File: config.mk
export PLATFORM = sky130hd
export DESIGN_NAME = cmd_reader
export DESIGN_NICKNAME = d
export VERILOG_FILES = /design/src/design/queue_pkg.sv /design/src/design/cmd_fmt_pkg.sv /design/src/design/cmd_reader.sv
export SDC_FILE = /design/constraint.sdc
export NUM_CORES = 1
export LEC_CHECK = 0
export BUFFER_PORTS_ARGS = -buffer_cell sky130_fd_sc_hd__buf_4
export CAP_MARGIN = 5
export CORE_UTILIZATION = 45
export DETAILED_ROUTE_END_ITERATION = 10
export PLACE_DENSITY = 0.8
export SYNTH_ARGS = -nofsm -noshare
export SYNTH_HDL_FRONTEND = slang
export SYNTH_SLANG_ARGS = --single-unit
File: constraint.sdc
create_clock -name clk -period 6.68 [get_ports clk]
set_clock_uncertainty 0.15 [all_clocks]
set_input_delay 0.668 -clock clk [delete_from_list [all_inputs] [get_ports clk]]
set_output_delay 0.668 -clock clk [all_outputs]
set_load 0.01 [all_outputs]
File: src/design/queue_pkg.sv
package queue_pkg;

    typedef logic [63:0] word_t;
    typedef logic [7:0]  byte_en_t;

    localparam int ring_words = 64;

    typedef logic [$clog2(ring_words)-1:0] ring_idx_t;

    localparam int         valid_byte_lsb = 56;
    localparam logic [7:0] entry_valid    = 8'h80;
    localparam logic [7:0] entry_free     = 8'h00;

    // Enable for the valid byte alone.
    localparam byte_en_t valid_be = byte_en_t'(1) << (valid_byte_lsb / 8);

endpackage

File: src/design/cmd_fmt_pkg.sv
package cmd_fmt_pkg;

    typedef enum logic [7:0] {
        exec_task_code      = 8'h01,
        setup_hw_inst_code  = 8'h02,
        exec_peri_task_code = 8'h03
    } cmd_code_t;

    typedef logic [7:0] acc_id_t;

    localparam int code_lsb   = 0;
    localparam int nargs_lsb  = 8;
    localparam int acc_id_lsb = 32;

    // Length in words, header included.
    function automatic logic [9:0] cmd_len(cmd_code_t code, logic [7:0] nargs);
        logic [9:0] arg_words;
        arg_words = {1'b0, nargs, 1'b0};
        case (code)
            exec_task_code:      return 10'd3 + arg_words;
            exec_peri_task_code: return 10'd4 + arg_words;
            setup_hw_inst_code:  return 10'd2;
            default:             return 10'd1; // Header only.
        endcase
    endfunction

    function automatic logic [9:0] hdr_words(logic [63:0] hdr);
        return cmd_len(cmd_code_t'(hdr[code_lsb +: 8]), hdr[nargs_lsb +: 8]);
    endfunction

endpackage

File: src/design/cmd_reader.sv
`timescale 1ns/1ns

module cmd_reader #(
    parameter int num_accs    = 4,
    parameter int out_credits = 4
) (
    input  logic                        clk,
    input  logic                        rst_n,
    output logic                        b_en,
    output queue_pkg::byte_en_t         b_we,
    output logic [$clog2(num_accs)+5:0] b_addr,
    output queue_pkg::word_t            b_wdata,
    input  queue_pkg::word_t            b_rdata,
    output logic                        out_valid,
    output cmd_fmt_pkg::acc_id_t        out_acc,
    output queue_pkg::word_t            out_data,
    output logic                        out_last,
    input  logic                        out_credit
);

    localparam int acc_w = $clog2(num_accs);
    localparam int crd_w = $clog2(out_credits + 1);

    typedef enum logic [1:0] {st_poll, st_check, st_send, st_clear} state_t;

    state_t               state;
    logic [acc_w-1:0]     rr;
    logic [acc_w-1:0]     next_rr;
    queue_pkg::ring_idx_t rd_idx [num_accs];
    queue_pkg::ring_idx_t send_idx;
    logic [9:0]           poll_len;
    logic [9:0]           cur_len;
    logic [9:0]           left;
    logic [crd_w-1:0]     credit_cnt;
    logic                 hdr_valid;

    assign next_rr   = (rr == acc_w'(num_accs - 1)) ? '0 : rr + 1'b1;
    assign hdr_valid = b_rdata[queue_pkg::valid_byte_lsb +: 8] == queue_pkg::entry_valid;
    assign poll_len  = cmd_fmt_pkg::hdr_words(b_rdata);

    // Read data holds while the port idles, so it drives the stream directly.
    assign out_valid = state == st_send && credit_cnt != '0;
    assign out_acc   = cmd_fmt_pkg::acc_id_t'(rr);
    assign out_data  = b_rdata;
    assign out_last  = state == st_send && left == 10'd1;

    always_comb begin
        b_en    = 1'b0;
        b_we    = '0;
        b_addr  = {rr, rd_idx[rr]};
        b_wdata = '0;
        case (state)
            st_poll: b_en = 1'b1;
            st_send: begin
                b_en   = out_valid && !out_last; // Fetch the next word.
                b_addr = {rr, send_idx + 6'd1};
            end
            st_clear: begin
                b_en = 1'b1;
                b_we = queue_pkg::valid_be;
                b_wdata[queue_pkg::valid_byte_lsb +: 8] = queue_pkg::entry_free;
            end
            default: begin
            end
        endcase
    end

    always_ff @(posedge clk) begin
        if (!rst_n) begin
            state      <= st_poll;
            rr         <= '0;
            credit_cnt <= crd_w'(out_credits);
            for (int i = 0; i < num_accs; i++) begin
                rd_idx[i] <= '0;
            end
        end else begin
            credit_cnt <= credit_cnt + out_credit - out_valid;
            case (state)
                st_poll: state <= st_check;
                st_check: begin
                    if (hdr_valid) begin
                        state <= st_send;
                    end else begin
                        rr    <= next_rr; // Nothing here, try the next ring.
                        state <= st_poll;
                    end
                end
                st_send: begin
                    if (out_valid && out_last) begin
                        state <= st_clear;
                    end
                end
                st_clear: begin
                    rd_idx[rr] <= rd_idx[rr] + cur_len[5:0];
                    rr         <= next_rr;
                    state      <= st_poll;
                end
                default: state <= st_poll;
            endcase
        end
    end

    always_ff @(posedge clk) begin
        if (state == st_check) begin
            cur_len  <= poll_len;
            left     <= poll_len;
            send_idx <= rd_idx[rr];
        end else if (out_valid) begin
            left     <= left - 10'd1;
            send_idx <= send_idx + 6'd1;
        end
    end

    assert property (@(posedge clk) disable iff (!rst_n) credit_cnt <= out_credits)
        else $error("cmd_reader: credit count above %0d", out_credits);

endmodule

==> metrics.txt <==
syn avg cell area around 9.9 um^2; Main synth FF type edfxtp_1; number of enable flip-flop cells after synthesis 46; share of Yosys cell area claimed by the top area cell type roughly a third; die area between 9000 and 10000 um^2; status finished, violations left; Total Routing Usage GR 15.2%; Std-Cell Rows 34; utilization after layout 45.7%; CTS max path bufs 2; synth top area cells edfxtp_1 (33%), buf_4 (26%), ha_1 (5.1%), dfxtp_1 (4.4%), nor2_1 (3.4%); initial antenna violation count 0; Slew headroom 48.0%; Layout area overhead -2.72%; crit path DAT 2.94 ns; DP Wirelength between 5000 and 6000 um; critical path data required time about 6.6 ns; # hold bufs at CTS 0; Final Worst Setup Slack 3.64 ns; Yosys top cell by area edfxtp_1; synthesized flop and latch total 55; antenna cells 0; routability congestion estimate 0.836; first drt pass iteration count 7; critical path peak fanout 6; area of the mapped netlist approximately 4100 um^2; layout cell share with drive strength beyond 1 21.1%; violated checks design-rule violations; I/O Pins 222; root buf cell clkbuf_8; Post-DRT Antenna Nets 0; final wirelength 7280 um; maxcap violations 0; DRC viols 13; Slew Viols, Final 0; final worst-path cycle share a little under half; DR vias/cell about 4.9; smallest hold slack between 0.3 and 0.4 ns; Leak Pwr 1.77 nW; Starting Density between 40 and 50%; Hold Path Class flip-flop to flip-flop; setup_tns 0 ns; unrepaired setup endpoints after global routing false; reg2reg path depth 7; FF-to-FF End rd_idx[0][4]; vias in the first global route 2365; total CTS buffers 5; Die Width between 90 and 100 um; Clk Latency, worst-skew pair 0.31 ns; first-pass GRT wire length 11500 um; library cells used by synthesis 43; WL/cell 13.8 um; crit path time final between 3 and 4 ns; DR iter-0 viols 194; maximum operating frequency 329 MHz; core area 8810 um^2; TritonCTS clock tree yes; Synth Instances 419; CP startpoint kind flip-flop; clock sinks between 50 and 60; GRT overflow 0; Resized cells post-CTS 0; Fin. Hold Viols 0; Peak supply drop roughly 0.12 mV; worst-margin pin slew 0.781 ns; Seq/Total Area, Yosys between 30% and 40%; Cells on Worst Hold Path 2; Syn. warnings 0; largest net degree at the start of global routing 21; kind of critical path flip-flop to flip-flop; CTS H-Tree Depth 2; Power Dens Cells between 150 and 200 nW/um^2; final setup vio count 0; DIE HEIGHT 97.9 um; total number of vias between 2000 and 3000; Port-buffer cells 64; Setup WS pre-CTS 3.65 ns; kind of end point of the critical path flip-flop; Worst R2R Setup Slack 3.64 ns; clk slew on worst S/H paths 0.10 ns; Post-layout nets 503; FFs w/ async S/R, synth 0%; postcts setup bufs 0
==> logic make-up after synthesis <==
logic type | after synthesis | share of synthesized area (%)
adders and majority gates | 19 | 6.10
xor gates and xnor gates | 22 | 4.65
DFF | 55 | 37.7
AOI/OAI and AO/OA | 43 | 6.38
and+or+nand+nor | 100 | 11.5
other | 1 | 0.0906
muxes | 15 | 5.56
buffers and inverters | 164 | 28.0
==> final cells by class <==
type / count / area [um^2]
multi-input cells: 276 / 1700
flip-flops and latches: 55 / 1560
clock buffers: 5 / 68.8
well taps: 108 / 135
inverters: 14 / 52.6
fillers: 803 / 4780
clock inverters: 3 / 18.8
repair buffers: 65 / 488
==> per-stage QoR <==
stage | area [um^2] | total power, mW | std cells
6_report | 4030 | 0.763 | 526
5_1_grt | 4030 | 0.802 | 526
4_1_cts | 4030 | 0.765 | 526
3_5_place_dp | 3940 | 0.583 | 518
3_3_place_gp | 3940 | 0.577 | 518
2_1_floorplan | 4430 | 0.592 | 495
==> state kept, by name (all words and copies together) (netlist names), named ones only <==
register    count
credit_cnt      3
cur_len         6
left           10
rd_idx         24
rr              2
send_idx        6
state           1
==> report_power, final <==
group,internal (mW),total [mW],leakage (nW),switching (mW)
clock,0.0742,0.186,0.0483,0.112
combinational,0.0699,0.167,1.19,0.0972
sequential,0.393,0.410,0.532,0.0168
==> cells in the mapped netlist (2+ instances only) <==
master,instances
ha_1,17
nor2_1,37
mux4_2,6
mux2_2,4
o31ai_1,3
or3_1,3
fa_1,2
nor3b_1,2
nor2b_1,2
xor2_1,12
nand2_1,25
xnor2_1,10
a21o_1,4
mux2i_1,5
o21ai_0,11
a211oi_1,2
clkbuf_1,5
dfxtp_1,9
or4_4,2
and2_1,4
inv_1,13
nand3_1,8
o22ai_1,3
nor3_1,6
edfxtp_1,46
buf_4,143
a21oi_1,16
and3_1,2
nor4_1,3
==> routing by layer <==
layer	global-route usage, %	wire (um)
met5	0	0
met4	6.06	110
met3	3.08	515
met2	25.7	3590
met1	19.2	3060
==> critical path, stage by stage, from the launching register on <==
cell and delay [ns]:
dfxtp_1 0.59, mux4_2 0.59, ha_1 0.26, fa_1 0.43
a21o_1 0.20, a21oi_1 0.17, xor2_1 0.29, nor3_1 0.11
==> layout by cell type (no fill, tap or decap), types with 8 or more instances in the layout <==
master,instances
xor2_1,12
dfxtp_1,9
buf_4,65
ha_1,17
xnor2_1,10
nand2_1,25
edfxtp_1,46
o21ai_0,10
a21oi_1,16
conb_1,77
inv_1,13
nand3_1,8
nor2_1,37
==> how the worst max path moves through the flow <==
stage,end,slack [ns],depth (start not counted),from
detailed placement,rd_idx[0][4],3.65,7,flip-flop
floorplan,left[0],4.00,5,state[0]
finish,rd_idx[0][4],3.64,7,flip-flop
global route,rd_idx[0][4],3.42,7,flip-flop
CTS,rd_idx[0][4],3.63,7,flip-flop
global placement,rd_idx[0][4],3.75,7,flip-flop
No activity file was read; power rests on OpenSTA's default activity.
