`src/design/queue_pkg.sv`:
```
package queue_pkg;

    typedef logic [63:0] word_t;
    typedef logic [7:0]  byte_en_t;

    localparam int ring_words = 64;

    typedef logic [$clog2(ring_words)-1:0] ring_idx_t;

    localparam int         valid_byte_lsb = 56;
    localparam logic [7:0] entry_valid    = 8'h80;
    localparam logic [7:0] entry_free     = 8'h00;

    // Enable for the valid byte alone.
    localparam byte_en_t valid_be = byte_en_t'(1) << (valid_byte_lsb / 8);

endpackage

```
`src/design/cmd_fmt_pkg.sv`:
```
package cmd_fmt_pkg;

    typedef enum logic [7:0] {
        exec_task_code      = 8'h01,
        setup_hw_inst_code  = 8'h02,
        exec_peri_task_code = 8'h03
    } cmd_code_t;

    typedef logic [7:0] acc_id_t;

    localparam int code_lsb   = 0;
    localparam int nargs_lsb  = 8;
    localparam int acc_id_lsb = 32;

    // Length in words, header included.
    function automatic logic [9:0] cmd_len(cmd_code_t code, logic [7:0] nargs);
        logic [9:0] arg_words;
        arg_words = {1'b0, nargs, 1'b0};
        case (code)
            exec_task_code:      return 10'd3 + arg_words;
            exec_peri_task_code: return 10'd4 + arg_words;
            setup_hw_inst_code:  return 10'd2;
            default:             return 10'd1; // Header only.
        endcase
    endfunction

    function automatic logic [9:0] hdr_words(logic [63:0] hdr);
        return cmd_len(cmd_code_t'(hdr[code_lsb +: 8]), hdr[nargs_lsb +: 8]);
    endfunction

endpackage

```
`src/design/cmd_writer.sv`:
```
`timescale 1ns/1ns

module cmd_writer #(
    parameter int num_accs   = 4,
    parameter int in_credits = 8
) (
    input  logic                        clk,
    input  logic                        rst_n,
    input  logic                        in_valid,
    input  queue_pkg::word_t            in_data,
    output logic                        in_credit,
    output logic                        a_en,
    output queue_pkg::byte_en_t         a_we,
    output logic [$clog2(num_accs)+5:0] a_addr,
    output queue_pkg::word_t            a_wdata,
    input  queue_pkg::word_t            a_rdata
);

    localparam int acc_w = $clog2(num_accs);
    localparam int ptr_w = $clog2(in_credits);
    localparam int cnt_w = $clog2(in_credits + 1);

    typedef enum logic [1:0] {st_idle, st_reclaim, st_body, st_header} state_t;

    state_t state;

    queue_pkg::word_t fifo_mem [in_credits];
    logic [ptr_w-1:0] fifo_wp;
    logic [ptr_w-1:0] fifo_rp;
    logic [cnt_w-1:0] fifo_cnt;
    logic             have_word;
    logic             take_hdr;
    logic             pop;

    queue_pkg::ring_idx_t wr_idx   [num_accs];
    queue_pkg::ring_idx_t rd_idx   [num_accs];
    logic [6:0]           free_cnt [num_accs];

    queue_pkg::word_t     head;
    logic [acc_w-1:0]     head_acc;
    logic [9:0]           head_len;
    logic [9:0]           rb_len;
    logic                 room;
    queue_pkg::word_t     hdr_q;
    logic [acc_w-1:0]     hdr_acc;
    logic [9:0]           hdr_len;
    queue_pkg::ring_idx_t body_idx;
    logic [6:0]           body_left;

    function automatic logic [ptr_w-1:0] next_ptr(logic [ptr_w-1:0] p);
        return (p == ptr_w'(in_credits - 1)) ? '0 : p + 1'b1;
    endfunction

    assign have_word = fifo_cnt != '0;
    assign head      = fifo_mem[fifo_rp];
    assign head_acc  = head[cmd_fmt_pkg::acc_id_lsb +: acc_w];
    assign head_len  = cmd_fmt_pkg::hdr_words(head);
    assign rb_len    = cmd_fmt_pkg::hdr_words(a_rdata);
    assign hdr_acc   = hdr_q[cmd_fmt_pkg::acc_id_lsb +: acc_w];
    assign hdr_len   = cmd_fmt_pkg::hdr_words(hdr_q);

    // One slot stays spare for the next header.
    assign room     = {3'b000, free_cnt[head_acc]} > head_len;
    assign take_hdr = state == st_idle && have_word && room;
    assign pop      = take_hdr || (state == st_body && have_word);

    always_comb begin
        a_en    = 1'b0;
        a_we    = '0;
        a_addr  = {head_acc, rd_idx[head_acc]}; // Oldest header, for reclaim.
        a_wdata = '0;
        case (state)
            st_idle: begin
                a_en = have_word;
                if (room) begin
                    // Invalidate the slot where the next header will go.
                    a_we   = have_word ? queue_pkg::valid_be : '0;
                    a_addr = {head_acc, wr_idx[head_acc] + head_len[5:0]};
                    a_wdata[queue_pkg::valid_byte_lsb +: 8] = queue_pkg::entry_free;
                end
            end
            st_body: begin
                a_en    = have_word;
                a_we    = have_word ? '1 : '0;
                a_addr  = {hdr_acc, body_idx};
                a_wdata = head;
            end
            st_header: begin
                a_en    = 1'b1;
                a_we    = '1;
                a_addr  = {hdr_acc, wr_idx[hdr_acc]};
                a_wdata = hdr_q;
                a_wdata[queue_pkg::valid_byte_lsb +: 8] = queue_pkg::entry_valid;
            end
            default: begin
            end
        endcase
    end

    always_ff @(posedge clk) begin
        if (!rst_n) begin
            state     <= st_idle;
            fifo_wp   <= '0;
            fifo_rp   <= '0;
            fifo_cnt  <= '0;
            in_credit <= 1'b0;
            for (int i = 0; i < num_accs; i++) begin
                wr_idx[i]   <= '0;
                rd_idx[i]   <= '0;
                free_cnt[i] <= 7'(queue_pkg::ring_words);
            end
        end else begin
            in_credit <= pop; // Credit back per popped word.
            if (in_valid) begin
                fifo_wp <= next_ptr(fifo_wp);
            end
            if (pop) begin
                fifo_rp <= next_ptr(fifo_rp);
            end
            fifo_cnt <= fifo_cnt + in_valid - pop;
            case (state)
                st_idle: begin
                    if (have_word) begin
                        if (!room) begin
                            state <= st_reclaim;
                        end else if (head_len == 10'd1) begin
                            state <= st_header;
                        end else begin
                            state <= st_body;
                        end
                    end
                end
                st_reclaim: begin
                    if (a_rdata[queue_pkg::valid_byte_lsb +: 8] == queue_pkg::entry_free) begin
                        free_cnt[head_acc] <= free_cnt[head_acc] + rb_len[6:0];
                        rd_idx[head_acc]   <= rd_idx[head_acc] + rb_len[5:0];
                    end
                    state <= st_idle; // Check again.
                end
                st_body: begin
                    if (pop && body_left == 7'd1) begin
                        state <= st_header;
                    end
                end
                st_header: begin
                    wr_idx[hdr_acc]   <= wr_idx[hdr_acc] + hdr_len[5:0];
                    free_cnt[hdr_acc] <= free_cnt[hdr_acc] - hdr_len[6:0];
                    state             <= st_idle;
                end
                default: state <= st_idle;
            endcase
        end
    end

    always_ff @(posedge clk) begin
        if (in_valid) begin
            fifo_mem[fifo_wp] <= in_data;
        end
        if (take_hdr) begin
            hdr_q     <= head;
            body_idx  <= wr_idx[head_acc] + 6'd1;
            body_left <= head_len[6:0] - 7'd1;
        end else if (state == st_body && pop) begin
            body_idx  <= body_idx + 6'd1;
            body_left <= body_left - 7'd1;
        end
    end

    assert property (@(posedge clk) disable iff (!rst_n) in_valid |-> fifo_cnt != in_credits)
        else $error("cmd_writer: host pushed without credit");

    assert property (@(posedge clk) disable iff (!rst_n)
        take_hdr |-> head[cmd_fmt_pkg::code_lsb +: 8] inside {cmd_fmt_pkg::exec_task_code,
            cmd_fmt_pkg::exec_peri_task_code, cmd_fmt_pkg::setup_hw_inst_code})
        else $error("cmd_writer: unknown command code %0h", head[7:0]);

endmodule

```
`config.mk`:
```
export PLATFORM = sky130hd
export DESIGN_NAME = cmd_writer
export DESIGN_NICKNAME = d
export VERILOG_FILES = /design/src/design/queue_pkg.sv /design/src/design/cmd_fmt_pkg.sv /design/src/design/cmd_writer.sv
export SDC_FILE = /design/constraint.sdc
export NUM_CORES = 1
export LEC_CHECK = 0
export BUFFER_PORTS_ARGS = -buffer_cell sky130_fd_sc_hd__buf_2
export CORE_ASPECT_RATIO = 0.9
export CORE_MARGIN = 5
export CORE_UTILIZATION = 60
export CTS_BUF_LIST = sky130_fd_sc_hd__clkbuf_4 sky130_fd_sc_hd__clkbuf_8
export DETAILED_ROUTE_END_ITERATION = 10
export PLACE_DENSITY_LB_ADDON = 0.08
export SKIP_LAST_GASP = 1
export SYNTH_ARGS = -nofsm -noshare
export SYNTH_HDL_FRONTEND = slang
export SYNTH_SLANG_ARGS = --single-unit
```
`constraint.sdc`:
```
create_clock -name clk -period 7 [get_ports clk]
set_input_delay 0.7 -clock clk [delete_from_list [all_inputs] [get_ports clk]]
set_output_delay 0.7 -clock clk [all_outputs]
set_load 0.05 [all_outputs]
```
==> results by group, run 1 <==
Outcome
  – Outcome: completed

Yosys
  – Number of synthesis warnings: 0
  – Mapped Nets: 1933
  – Ranking of synthesized cells by area: edfxtp_1, mux4_2, mux2i_1
  – Top-area cell type share of the netlist area: 66.6%
  – Most common cell in the netlist: edfxtp_1
  – Primary FF master, synth: edfxtp_1
  – Synth area leader: edfxtp_1
  – Mapped Cells: 1744
  – Post-synth EDFFs: 657
  – Synth cell types: 74
  – Ys async rst share: 0%
  – Synthesized area: 29600 um^2
  – FF+latch count, synth: 675
  – Seq/Total Area, Yosys: 67.9%
  – Synthesized area per cell: 17.0 um^2
  – Commonest cells in the synthesized netlist: edfxtp_1, nor2_1, mux4_2, mux2i_1, a21oi_1

STA
  – Setup violators final: 0
  – Final period util: 92.6%
  – Max frequency: 154 MHz
  – Slew HR: 19.1%
  – Hold slack: 258 ps
  – Pins Over Slew Limit: 0
  – Slew @ Worst Pin: 1200 ps
  – Tmin final: 6480 ps
  – RSZ-0062 raised after global routing: false
  – Final Hold Fails: 0
  – Clock skew: 54.7 ps
  – Setup TNS: 0 ps
  – Worst Setup Slack, final: 517 ps

Critical path
  – CP startpoint kind: flip-flop
  – Worst path arrival time: 5780 ps
  – Reg2reg end: body_left[4]
  – Worst Path Required: 6300 ps
  – Crit. End Element: output pin
  – Max FO, Critical Path: 17
  – Flop2flop setup slack: 1220 ps
  – Worst R2R Path Depth: 16
  – Worst Setup Path Type: reg -> out
  – Critical Path End: a_addr[2]

GRT
  – Vias in the first global route: 17221
  – GRT Total Usage: 24.8%
  – First-pass GRT wire length: 101000 um
  – Global route overflow: 0
  – Pin count of the biggest net entering global routing: 63
  – Antenna violations before repair: 11

Placed design
  – GPL Wtd Cong: 0.867
  – DP Worst Slack: 1020 ps
  – HPWL after detailed placement: 40000 um
  – # port buffers: 170

Layout
  – Post-Route Utilization: 68.0%
  – Share of layout cells above drive strength 1: 29.1%
  – Area grow syn2layout: 12.4%
  – Fin nets: 2166

Clock network
  – Clock transition at path regs: 60 ps
  – Clock Sinks: 675
  – CTS H-tree depth: 3
  – Post-CTS Resized: 0
  – Cts bufs inserted: 106
  – CTS tree: yes
  – Clk buf depth: 3
  – Clock root buffer: clkbuf_8
  – Worst-Skew Late Latency: 720 ps

Flow run
  – Max cap viols: 0

Route
  – TritonRoute pass-1 iters: 7
  – Via-per-instance ratio: 6.07
  – DRT antenna net count: 0
  – DRC errors left: 0
  – DR iter-0 viols: 1151
  – Vias: 16354
  – WL per Instance: 24.4 um
  – Final wirelength: 65900 um

Min path
  – Hold WC Path Type: in -> reg

Floorplanning
  – Rows: 77
  – Die X: 244 um
  – Die area: 53900 um^2
  – Initial core utilization: 60.5%
  – DIE HEIGHT: 221 um
  – Core area: 48900 um^2
  – Num ports: 213

Power
  – Leakage: 11.9 nW
  – Maximum vdd drop: 0.000453 V
  – Pwr dens: 432 nW/um^2
  – Final Power: 14.4 mW
[repair_timing]
item	in CTS	in global routing
hold buffers	0	0
setup endpoints to repair	0	4
hold endpoints to repair	0	0
buffers inserted	0	1
[stage by stage]
step | std cells | cell area (um^2)
3_5_place_dp | 2500 | 31200
2_1_floorplan | 1744 | 29600
6_report | 2695 | 33300
3_3_place_gp | 2500 | 31200
4_1_cts | 2690 | 33300
5_1_grt | 2693 | 33300
[per-layer routing]
metal	GRT usage [%]	share of wire, %	wire length [um]	up-vias
met5	0	0.12	82	-
met4	7.20	2.4	1580	12
met3	5.52	6.6	4320	124
met2	41.2	49	32300	550
met1	33.9	42	27600	8351
li1	-	-	-	7317
[worst min-delay path by stage]
stage                      from              end  slack [ps]  cells after the start
floorplan            fifo_rp[1]        flip-flop         470                      2
global placement     fifo_rp[2]        flip-flop         490                      2
detailed placement   fifo_rp[2]        flip-flop         500                      2
CTS                 in_data[49]  fifo_mem[5][49]         200                      1
global route        in_data[28]  fifo_mem[6][28]         220                      1
finish              in_data[15]  fifo_mem[1][15]         260                      1
[registers in the layout, summed over array words and instances, names as in the netlist, named ones only]
name and flops:
free_cnt 28, body_left 7, fifo_cnt 4, body_idx 6, fifo_rp 3, fifo_wp 3, state 2, in_credit 1
hdr_q 56, rd_idx 24, fifo_mem 512, wr_idx 24
[final cells by class]
cell class / instances / area, um^2
multi-input cells: 925 / 8940
repair buffers: 206 / 1130
clock inverters: 45 / 308
inverters: 63 / 239
clock buffers: 145 / 1760
well taps: 632 / 791
diodes: 4 / 10.0
fillers: 3352 / 15700
flip-flops and latches: 675 / 20100
[layout by cell type, fill, tap and decap left out, types with 17 or more instances in the layout]
| cell type | Yosys | final |
|---|---|---|
| edfxtp_1 | 657 | 657 |
| buf_2 | 9 | 170 |
| nor2_1 | 172 | 166 |
| mux4_2 | 132 | 132 |
| mux2i_1 | 110 | 109 |
| clkbuf_8 | 0 | 108 |
| a21oi_1 | 65 | 65 |
| inv_1 | 56 | 56 |
| nand2_1 | 55 | 55 |
| mux2_2 | 53 | 53 |
| ha_1 | 52 | 52 |
| clkbuf_4 | 0 | 37 |
| buf_4 | 13 | 35 |
| xnor2_1 | 34 | 34 |
| xor2_1 | 28 | 28 |
| nand3_1 | 24 | 24 |
| clkinv_1 | 2 | 24 |
| o21ai_0 | 23 | 23 |
| nor2b_1 | 17 | 17 |
[power by group]
group	total (mW)	switching [mW]	internal [mW]	leakage (nW)
Clock	3.24	1.49	1.75	1.10
Combinational	5.81	3.74	2.07	4.55
Sequential	5.33	0.303	5.03	6.25
[worst max-delay path, cell delays in order, from the launching register on]
cell	delay [ps]
dfxtp_4	600
mux4_2	560
mux2_2	320
or4_4	590
nor2_2	290
nand2_1	250
ha_1	360
nand3_1	130
a21oi_1	150
o31a_1	130
o21a_1	130
o22a_1	430
o2111ai_2	280
and3_1	220
a311oi_1	330
buf_2	330
[logic make-up after synthesis]
kind of cell / after synthesis / synth area share (%)
AOI/OAI and AO/OA: 164 / 3.55
xor gates and xnor gates: 62 / 1.83
adders and majority gates: 58 / 2.60
buffers and inverters: 144 / 2.17
DFF: 675 / 67.9
muxes: 308 / 16.8
and+or+nand+nor: 333 / 5.20
No activity file was read; power rests on OpenSTA's default activity.
==> run 2: changes to the inputs <==
MAX_ROUTING_LAYER = met4   (was default)
==> results by group, run 2 (synthesis gave the netlist of run 1 again) <==
Clock network
  – Hold buffers post-CTS: 0 (unchanged)
  – Clk buf depth: 3 (unchanged)
  – Clock root buffer: clkbuf_8
  – Clock transition at path regs: 70 ps (about the same)
  – Worst-Skew Late Latency: 710 ps (about the same)
  – CTS H-tree depth: 3 (unchanged)
  – Post-CTS Resized: 0 (unchanged)
  – Cts bufs inserted: 106 (unchanged)
  – Post-CTS setup buffers: 0 (unchanged)
  – CTS tree: yes
  – Clock Sinks: 675 (unchanged)

GRT
  – First-pass GRT wire length: 101000 um (unchanged)
  – Global route overflow: 0 (unchanged)
  – Pin count of the biggest net entering global routing: 63 (unchanged)
  – Antenna violations before repair: 11 (unchanged)
  – Vias in the first global route: 17219 (-0.012%)
  – GRT Total Usage: 25.6% (+0.79 points)

Critical path
  – Crit. End Element: output pin
  – Max FO, Critical Path: 17 (unchanged)
  – CP startpoint kind: flip-flop
  – Worst Setup Path Type: reg -> out
  – Worst path arrival time: 5750 ps (-30 ps)
  – Worst Path Required: 6300 ps (about the same)

Route
  – Vias: 16391 (+0.23%)
  – DR iter-0 viols: 1222 (+6.2%)
  – DRT antenna net count: 0 (unchanged)
  – Routed wl met3: 4600 um (+6.6%)
  – Met2 Wirelength: 32400 um (+0.33%)
  – Final wirelength: 66000 um (+0.15%)
  – WL per Instance: 24.4 um (-0.11%)
  – DRC errors left: 0 (unchanged)
  – Uppermost layer routed: met4
  – TritonRoute pass-1 iters: 7 (unchanged)
  – Via-per-instance ratio: 6.07 (about the same)
  – Wl on met1: 27400 um (-0.62%)

STA
  – Setup TNS: 0 ps (unchanged)
  – RSZ-0062 raised after global routing: false
  – Pins Over Slew Limit: 0 (unchanged)
  – Max frequency: 155 MHz (+0.44%)
  – Final Hold Fails: 0 (unchanged)
  – Final period util: 92.2% (-0.40 points)
  – Setup violators final: 0 (unchanged)
  – Slew HR: 19.6% (+0.46 points)
  – Slew @ Worst Pin: 1200 ps (-6.87 ps)
  – Clock skew: 48.8 ps (-5.93 ps)
  – Tmin final: 6450 ps (-28.2 ps)

Floorplanning
  – Die X: 244 um (unchanged)
  – Rows: 77 (unchanged)
  – DIE HEIGHT: 221 um (unchanged)
  – Core area: 48900 um^2 (unchanged)
  – Initial core utilization: 60.5% (unchanged)
  – Num ports: 213 (unchanged)
  – Die area: 53900 um^2 (unchanged)

Placed design
  – HPWL after detailed placement: 40000 um (unchanged)
  – # port buffers: 170 (unchanged)
  – GPL Wtd Cong: 0.885 (+2.1%)

Power
  – Maximum vdd drop: 0.000456 V (+0.63%)
  – Leakage: 11.9 nW (unchanged)
  – Pwr dens: 432 nW/um^2 (about the same)
  – Final Power: 14.4 mW (about the same)

Layout
  – Max reg flops: 512 (unchanged)
  – Most frequent cells in the layout: edfxtp_1, buf_2, nor2_1
  – Post-Route Utilization: 68.1% (about the same)
  – Largest registers: fifo_mem (512), hdr_q (56), free_cnt (28)
  – Top reg by flops: fifo_mem
  – Share of layout cells above drive strength 1: 29.1% (unchanged)
  – Fill count: 3351 (-0.030%)
  – Most common cell after layout, fill and taps aside: edfxtp_1
  – Fin nets: 2166 (unchanged)
  – Area grow syn2layout: 12.5% (about the same)

Min path
  – Hold WC Path Type: in -> reg
  – Hold path startpoint: in_data[15]

Outcome
  – Outcome: completed

Flow run
  – Max cap viols: 0 (unchanged)
==> run 2: changes by cell type in the layout (fill, tap and decap cells not counted), sizes merged <==
cell,change
diode,+7
==> run 2: final cells by class <==
| class | count | area (um^2) | area share [%] |
|---|---|---|---|
| Antenna cell | 11 | 27.5 | 0.0826 |
| Clock buffer | 145 | 1760 | 5.30 |
| Clock inverter | 45 | 308 | 0.924 |
| Inverter | 63 | 239 | 0.718 |
| Multi-Input combinational cell | 925 | 8940 | 26.8 |
| Sequential cell | 675 | 20100 | 60.4 |
| Tap cell | 632 | 791 | 2.37 |
| Timing Repair Buffer | 206 | 1130 | 3.40 |
==> run 2: metrics by stage <==
stage                     area, um^2  hold slack [ps]  std cells  setup slack [ps]
final                          33300              269       2702               545
after global routing           33300              217       2700               106
after CTS                      33300              202       2690               334
after detailed placement       31200              497       2500              1020
after global placement         31200              493       2500              1120
after floorplan                29600              472       1744               897
==> run 2: worst paths after layout <==
path | to | slack [ps] | cells past startpoint
max reg2reg | body_left[4] | 1230 | 16
min reg2reg | flip-flop | 510 | 2
min | fifo_mem[1][15] | 270 | 1
max | a_addr[2] | 550 | 15
==> run 2: critical path: stages, from the launching register on <==
cell and delay [ps]:
dfxtp_4 600, mux4_2 560, mux2_2 320, or4_4 590
nor2_2 300, nand2_1 250, ha_1 350, nand3_1 130
a21oi_1 150, o31a_1 130, o21a_1 130, o22a_1 420
o2111ai_2 280, and3_1 220, a311oi_1 310, buf_2 330
==> run 2: metal layers <==
layer | vias up | global-route usage [%]
li1 | 7314 | -
met1 | 8380 | 33.9
met2 | 585 | 41.3
met3 | 112 | 5.51
met4 | 0 | 7.20
met5 | - | -
==> run 2: where the power goes <==
group / switching, mW / internal (mW) / total, mW / leakage (nW)
sequential: 0.303 / 5.03 / 5.33 / 6.25
combinational: 3.75 / 2.07 / 5.82 / 4.55
clock: 1.50 / 1.75 / 3.24 / 1.10
